**config.mk**
```make
export PLATFORM = sky130hd
export DESIGN_NAME = bip_instruction_decoder_flat
export DESIGN_NICKNAME = d
export VERILOG_FILES = /design/src/bip_pkg.sv /design/src/bip_decode_if.sv /design/src/bip_fetch_if.sv /design/src/bip_instruction_decoder.sv /design/src/flat_wrapper.sv
export VERILOG_INCLUDE_DIRS = /design/src
export SDC_FILE = /design/constraint.sdc
export NUM_CORES = 1
export LEC_CHECK = 0
export BUFFER_PORTS_ARGS = -buffer_cell sky130_fd_sc_hd__buf_2
export CORE_ASPECT_RATIO = 1.25
export CORE_MARGIN = 3
export CORE_UTILIZATION = 40
export DETAILED_ROUTE_END_ITERATION = 12
export MAX_ROUTING_LAYER = met4
export PLACE_DENSITY = 0.84
export SLEW_MARGIN = 10
export SYNTH_ARGS = -nofsm -noshare
export SYNTH_HDL_FRONTEND = slang
export SYNTH_SLANG_ARGS = --single-unit
```
**constraint.sdc**
```tcl
create_clock -name i_clk -period 1 [get_ports i_clk]
set_input_delay 0.05 -clock i_clk [delete_from_list [all_inputs] [get_ports i_clk]]
set_output_delay 0.05 -clock i_clk [all_outputs]
set_load 0.05 [all_outputs]
```
**src/bip_settings.svh**
```systemverilog
`ifndef BIP_SETTINGS_SVH
`define BIP_SETTINGS_SVH

//////////////////////////////////////////////////////////////////////
// Instruction format
//////////////////////////////////////////////////////////////////////
`define BIP_NB_INSTR   16   // Full instruction word
`define BIP_NB_OPCODE  5    // Upper bits of the word
`define BIP_NB_OPERAND 11   // Address or immediate

//////////////////////////////////////////////////////////////////////
// Datapath and memories
//////////////////////////////////////////////////////////////////////
`define BIP_NB_DATA    16   // Accumulator and data word
`define BIP_PROG_DEPTH 2048 // One word per operand address
`define BIP_DATA_DEPTH 2048

`endif

```
**src/bip_pkg.sv**
```systemverilog
`default_nettype none
`include "bip_settings.svh"

package bip_pkg;

    // Opcodes, upper five bits of the instruction
    typedef enum logic [`BIP_NB_OPCODE-1:0] {
        OP_HLT  = 5'b00000, // Stop the core
        OP_STO  = 5'b00001, // Mem <= ACC
        OP_LD   = 5'b00010, // ACC <= Mem
        OP_LDI  = 5'b00011, // ACC <= imm
        OP_ADD  = 5'b00100,
        OP_ADDI = 5'b00101,
        OP_SUB  = 5'b00110,
        OP_SUBI = 5'b00111  // Own code, not shared with ADDI
    } opcode_e;

    // Accumulator source
    typedef enum logic [1:0] {
        SEL_A_MEM = 2'd0,
        SEL_A_IMM = 2'd1,
        SEL_A_ALU = 2'd2
    } sel_a_e;

    // ALU second operand
    typedef enum logic {
        SEL_B_MEM = 1'b0,
        SEL_B_IMM = 1'b1
    } sel_b_e;

    typedef struct packed {
        logic    wr_pc;  // Low only for halt
        sel_a_e  sel_a;
        sel_b_e  sel_b;
        logic    wr_acc;
        opcode_e op;
        logic    wr_ram;
        logic    rd_ram;
    } ctrl_t;

endpackage

`default_nettype wire

```
**src/bip_decode_if.sv**
```systemverilog
`default_nettype none
`include "bip_settings.svh"

// Decode to execute, registered controls and raw operand
interface bip_decode_if;

    logic                       valid;   // Controls meaningful
    bip_pkg::ctrl_t             ctrl;
    logic [`BIP_NB_OPERAND-1:0] operand; // Address or immediate

    modport decode
    (
        output valid,
        output ctrl,
        output operand
    );

    modport execute
    (
        input valid,
        input ctrl,
        input operand
    );

endinterface

`default_nettype wire

```
**src/bip_fetch_if.sv**
```systemverilog
`default_nettype none
`include "bip_settings.svh"

// Fetch to decode, plus the stop request coming back
interface bip_fetch_if;

    logic                     valid; // Instruction word present
    logic [`BIP_NB_INSTR-1:0] instr;
    logic                     stop;  // Decoder saw a halt

    modport fetch
    (
        output valid,
        output instr,
        input  stop
    );

    modport decode
    (
        input  valid,
        input  instr,
        output stop
    );

endinterface

`default_nettype wire

```
**src/bip_instruction_decoder.sv**
```systemverilog
`default_nettype none
`include "bip_settings.svh"

module bip_instruction_decoder
(
    input  wire          i_clk,
    input  wire          i_reset,
    bip_fetch_if.decode  i_fetch,
    bip_decode_if.decode o_decode
);

    bip_pkg::opcode_e opcode;
    bip_pkg::ctrl_t   ctrl_dec; // Next-state controls
    logic             halted;   // Drops words trailing a halt

    assign opcode = bip_pkg::opcode_e'(i_fetch.instr[`BIP_NB_INSTR-1 -: `BIP_NB_OPCODE]);

    //////////////////////////////////////////////////////////////////////
    // Opcode to control mapping
    //////////////////////////////////////////////////////////////////////
    always_comb
    begin
        ctrl_dec.wr_pc  = 1'b1;                // Advance by default
        ctrl_dec.sel_a  = bip_pkg::SEL_A_MEM;
        ctrl_dec.sel_b  = bip_pkg::SEL_B_MEM;
        ctrl_dec.wr_acc = 1'b0;
        ctrl_dec.op     = opcode;
        ctrl_dec.wr_ram = 1'b0;
        ctrl_dec.rd_ram = 1'b0;
        case (opcode)
            bip_pkg::OP_STO:
                ctrl_dec.wr_ram = 1'b1;        // ACC to memory
            bip_pkg::OP_LD:
            begin
                ctrl_dec.wr_acc = 1'b1;
                ctrl_dec.rd_ram = 1'b1;        // Memory to ACC
            end
            bip_pkg::OP_LDI:
            begin
                ctrl_dec.sel_a  = bip_pkg::SEL_A_IMM;
                ctrl_dec.wr_acc = 1'b1;
            end
            bip_pkg::OP_ADD, bip_pkg::OP_SUB:
            begin
                ctrl_dec.sel_a  = bip_pkg::SEL_A_ALU;
                ctrl_dec.wr_acc = 1'b1;
                ctrl_dec.rd_ram = 1'b1;        // B from memory
            end
            bip_pkg::OP_ADDI, bip_pkg::OP_SUBI:
            begin
                ctrl_dec.sel_a  = bip_pkg::SEL_A_ALU;
                ctrl_dec.sel_b  = bip_pkg::SEL_B_IMM;
                ctrl_dec.wr_acc = 1'b1;
            end
            default:
            begin
                // Halt, and anything unknown behaves as halt
                ctrl_dec.wr_pc = 1'b0;
                ctrl_dec.op    = bip_pkg::OP_HLT;
            end
        endcase
    end

    //////////////////////////////////////////////////////////////////////
    // Pipeline register and halt tracking
    //////////////////////////////////////////////////////////////////////
    always_ff @(posedge i_clk)
    begin
        if (i_reset)
        begin
            o_decode.valid <= 1'b0;
            halted         <= 1'b0;
        end
        else
        begin
            o_decode.valid <= i_fetch.valid && !halted;
            if (i_fetch.valid && !halted && !ctrl_dec.wr_pc)
                halted <= 1'b1;                // Halt enters the stage
            else if (!i_fetch.valid)
                halted <= 1'b0;                // Fetch drained, ready for start
        end
    end

    always_ff @(posedge i_clk)
    begin
        if (i_fetch.valid)
        begin
            o_decode.ctrl    <= ctrl_dec;
            o_decode.operand <= i_fetch.instr[`BIP_NB_OPERAND-1:0];
        end
    end

    assign i_fetch.stop = halted; // Fetch clears running next edge

endmodule

`default_nettype wire

```
**src/flat_wrapper.sv**
```systemverilog
// flat-port wrapper written by rule: the top's interface ports become plain ports
module bip_instruction_decoder_flat 
  (i_clk, i_reset, i_fetch_valid, i_fetch_instr, i_fetch_stop, o_decode_valid, o_decode_ctrl, o_decode_operand);
  bip_fetch_if i_fetch_i ();
  bip_decode_if o_decode_i ();
  input  wire i_clk;
  input  wire i_reset;
  input wire logic [$bits(i_fetch_i.valid)-1:0] i_fetch_valid;
  input wire logic [$bits(i_fetch_i.instr)-1:0] i_fetch_instr;
  output wire logic [$bits(i_fetch_i.stop)-1:0] i_fetch_stop;
  output wire logic [$bits(o_decode_i.valid)-1:0] o_decode_valid;
  output wire logic [$bits(o_decode_i.ctrl)-1:0] o_decode_ctrl;
  output wire logic [$bits(o_decode_i.operand)-1:0] o_decode_operand;
  assign i_fetch_i.valid = i_fetch_valid;
  assign i_fetch_i.instr = i_fetch_instr;
  assign i_fetch_stop = i_fetch_i.stop;
  assign o_decode_valid = o_decode_i.valid;
  assign o_decode_ctrl = o_decode_i.ctrl;
  assign o_decode_operand = o_decode_i.operand;
  bip_instruction_decoder u_core (.i_clk(i_clk), .i_reset(i_reset), .i_fetch(i_fetch_i), .o_decode(o_decode_i));
endmodule
```
==> flow_metrics.env <==
export IMPL_p_per_area_mw_per_mm2=1700
export IMPL_numCtsBuffers=3
export IMPL_synth_edf_count=23
export IMPL_use_met1_pct=13.0
export IMPL_drc=0
export IMPL_grt_use_total_pct=15.1
export IMPL_yosys_mux_area_fraction_pct=0
export IMPL_max_freq_mhz=984
export IMPL_cts_root_buf="clkbuf_4"
export IMPL_max_stage_delay_ns=0.43
export IMPL_grt_pass1_wl_um=2660
export IMPL_antenna_found_initial=0
export IMPL_min_path_type="in -> reg"
export IMPL_status="complete, but fails checks"
export IMPL_ff2ff_path_depth=2
export IMPL_postSynthAreaPerCell_um2=19.4
export IMPL_yosysTopAreaCell="edfxtp_1"
export IMPL_crit_chain="buf_2"
export IMPL_synth_xor_xnor_area_share_pct=0
export IMPL_fin_ws_ns=-0.0167
export IMPL_min_path_cells=3
export IMPL_ys_seq_area_share_pct=87.4
export IMPL_wire_per_inst_um=16.9
export IMPL_arrival_ns=0.97
export IMPL_synth_adder_area_share_pct=0
export IMPL_final_util_pct=68.6
export IMPL_clk_pin_slew_worst_paths_ns=0.12
export IMPL_grt_overflow=0
export IMPL_leakagePower_nw=0.553
export IMPL_synth_warning_count=0
export IMPL_critPathBufInv=1
export IMPL_cts_buffer_depth=2
export IMPL_required_ns=0.95
export IMPL_whs_ns=0.0237
export IMPL_worstSetupPathType="reg -> out"
export IMPL_synth_async_reset_ratio_pct=0
export IMPL_synth_top_family_by_area="simple AND/OR/NAND/NOR gates"
export IMPL_finalMaxSlewViolations=0
export IMPL_synth_simple_area_share_pct=11.5
export IMPL_htree_levels=1
export IMPL_grt_use_met3_pct=3.47
export IMPL_clk_latency_ns=0.31
export IMPL_vdd_ir_drop_max_v=0.000697
export IMPL_die_w_um=46.9
export IMPL_dieArea_mm2=0.00268
export IMPL_grt_busiest_layer="met2"
export IMPL_netlist_cell_type_count=13
export IMPL_rows=17
export IMPL_place_ws_ns=0.00492
export IMPL_cp_num_cells=1
export IMPL_cts_sinks=25
export IMPL_gr_usage_met2_pct=26.4
export IMPL_synth_common_cells="edfxtp_1 (23), and2_1 (5)"
export IMPL_first_global_vias=603
export IMPL_drt_first_pass_iters=2
export IMPL_finalNetCount=124
export IMPL_critPathSlowestCell="edfxtp_1"
export IMPL_yosys_register_bits=25
export IMPL_gp_congestion=0.720
export IMPL_synth_area_leaders="edfxtp_1 (83%), dfxtp_1 (4.8%), and2_1 (3.7%)"
export IMPL_rrSetupSlack_ns=0.27
export IMPL_p_seq_share_pct=57.1
export IMPL_intPower_mw=1.53
export IMPL_tns_ns=-0.0167
export IMPL_finalCritPeriodShare_pct=102
export IMPL_netlist_area_um2=836
export IMPL_maxCapViolations=0
export IMPL_n_antenna_cell=0
export IMPL_synth_top_area_share_pct=82.6
export IMPL_post_synth_top_count_cell="edfxtp_1"
export IMPL_endpoint_kind="output port"
export IMPL_layout_drive_gt1_share_pct=47.1
export IMPL_drt_total_wl_um=2080
export IMPL_violations="negative setup slack"
export IMPL_p_sw_mw=0.656
export IMPL_ios=44
export IMPL_fin_crit_ns=1.02
export IMPL_critPathLaunchType="flip-flop"
export IMPL_p_sw_share_pct=30.0
export IMPL_cts_tree="done"
export IMPL_cpLargestDelayFamily="flip-flops"
export IMPL_core_mm2=0.00187
export IMPL_finClkSkew_ns=0.00469
export IMPL_drt_iter0_drc=10
export IMPL_postSynthCellCount=43
export IMPL_start_util_pct=44.7
export IMPL_critPathMaxFanout=1
export IMPL_port_buffers=43
export IMPL_grt_max_degree=25
export IMPL_clock_power_share_pct=19.7
export IMPL_via_per_inst=4.97
export IMPL_combPwrFrac_pct=23.2
export IMPL_via_count=611
export IMPL_synth_compound_area_share_pct=0.599
export IMPL_synth_ff_type="edfxtp_1"
export IMPL_postRouteAntennaNets=0
export IMPL_finalHoldViolCount=0
export IMPL_area_growth_pct=53.7
export IMPL_fp_dieH_um=57.1
export IMPL_setup_violations=1
[registers in the layout, indices dropped and copies added, names as in the netlist]
name	count
u_core.i_fetch.stop	1
u_core.o_decode.ctrl	12
u_core.o_decode.valid	1
u_core.o_decode.operand	11
[layer usage]
| layer | routed length [µm] | part of all wire (%) |
|---|---|---|
| met3 | 242 | 12 |
| met2 | 1050 | 50 |
| met4 | 38 | 1.8 |
| met1 | 756 | 36 |
| met5 | 0 | 0 |
[cell type report]
type / count / area, µm²
Fill cell: 138 / 587
Clock buffer: 4 / 26.3
Timing Repair Buffer: 56 / 395
Multi-Input combinational cell: 19 / 109
Tap cell: 19 / 23.8
Sequential cell: 25 / 731
[timing repair]
action,CTS,global route
endpoints found under the hold margin,11,0
setup endpoints to repair,1,14
buffers inserted,0,0
cloned,0,0
resized for setup,1,27
hold buffers,11,0
[placed cells by master (no fill, tap or decap), drive strengths merged]
cell type    synthesis  routed
dfxtp                2       2
or3                  1       1
and3                 2       2
a21oi                1       1
nor3                 2       2
buf                  0      44
and2                 5       5
clkbuf               0       5
conb                 1       2
edfxtp              23      23
dlygate4sd3          0      11
nor2                 3       3
nand2b               1       1
nor4                 1       1
and4b                1       1
[power groups by stage]
stage | clock [mW] | combinational [mW] | sequential [mW]
after floorplan | 0 | 0.0204 | 1.54
after global placement | 0 | 0.435 | 1.26
after detailed placement | 0 | 0.443 | 1.27
after CTS | 0.441 | 0.478 | 1.24
after global routing | 0.480 | 0.527 | 1.25
final | 0.432 | 0.507 | 1.25
[kinds of logic after synthesis]
group,count (synthesis)
simple gates,16
other cells,1
flops,25
compound gates,1
[per-stage QoR]
stage	total power, mW	cell area (µm²)	cells
global placement	1.70	1110	108
finish	2.19	1280	123
global route	2.26	1280	123
detailed placement	1.71	1110	108
floorplan	1.56	840	44
CTS	2.16	1240	123
[final timing paths]
check	from	endpoint
max reg2reg	u_core.i_fetch.stop	u_core.i_fetch.stop
min reg2reg	u_core.i_fetch.stop	u_core.o_decode.valid
min	i_reset	u_core.o_decode.valid
max	u_core.o_decode.ctrl[6]	o_decode_ctrl[6]
No activity file was read; power rests on OpenSTA's default activity.
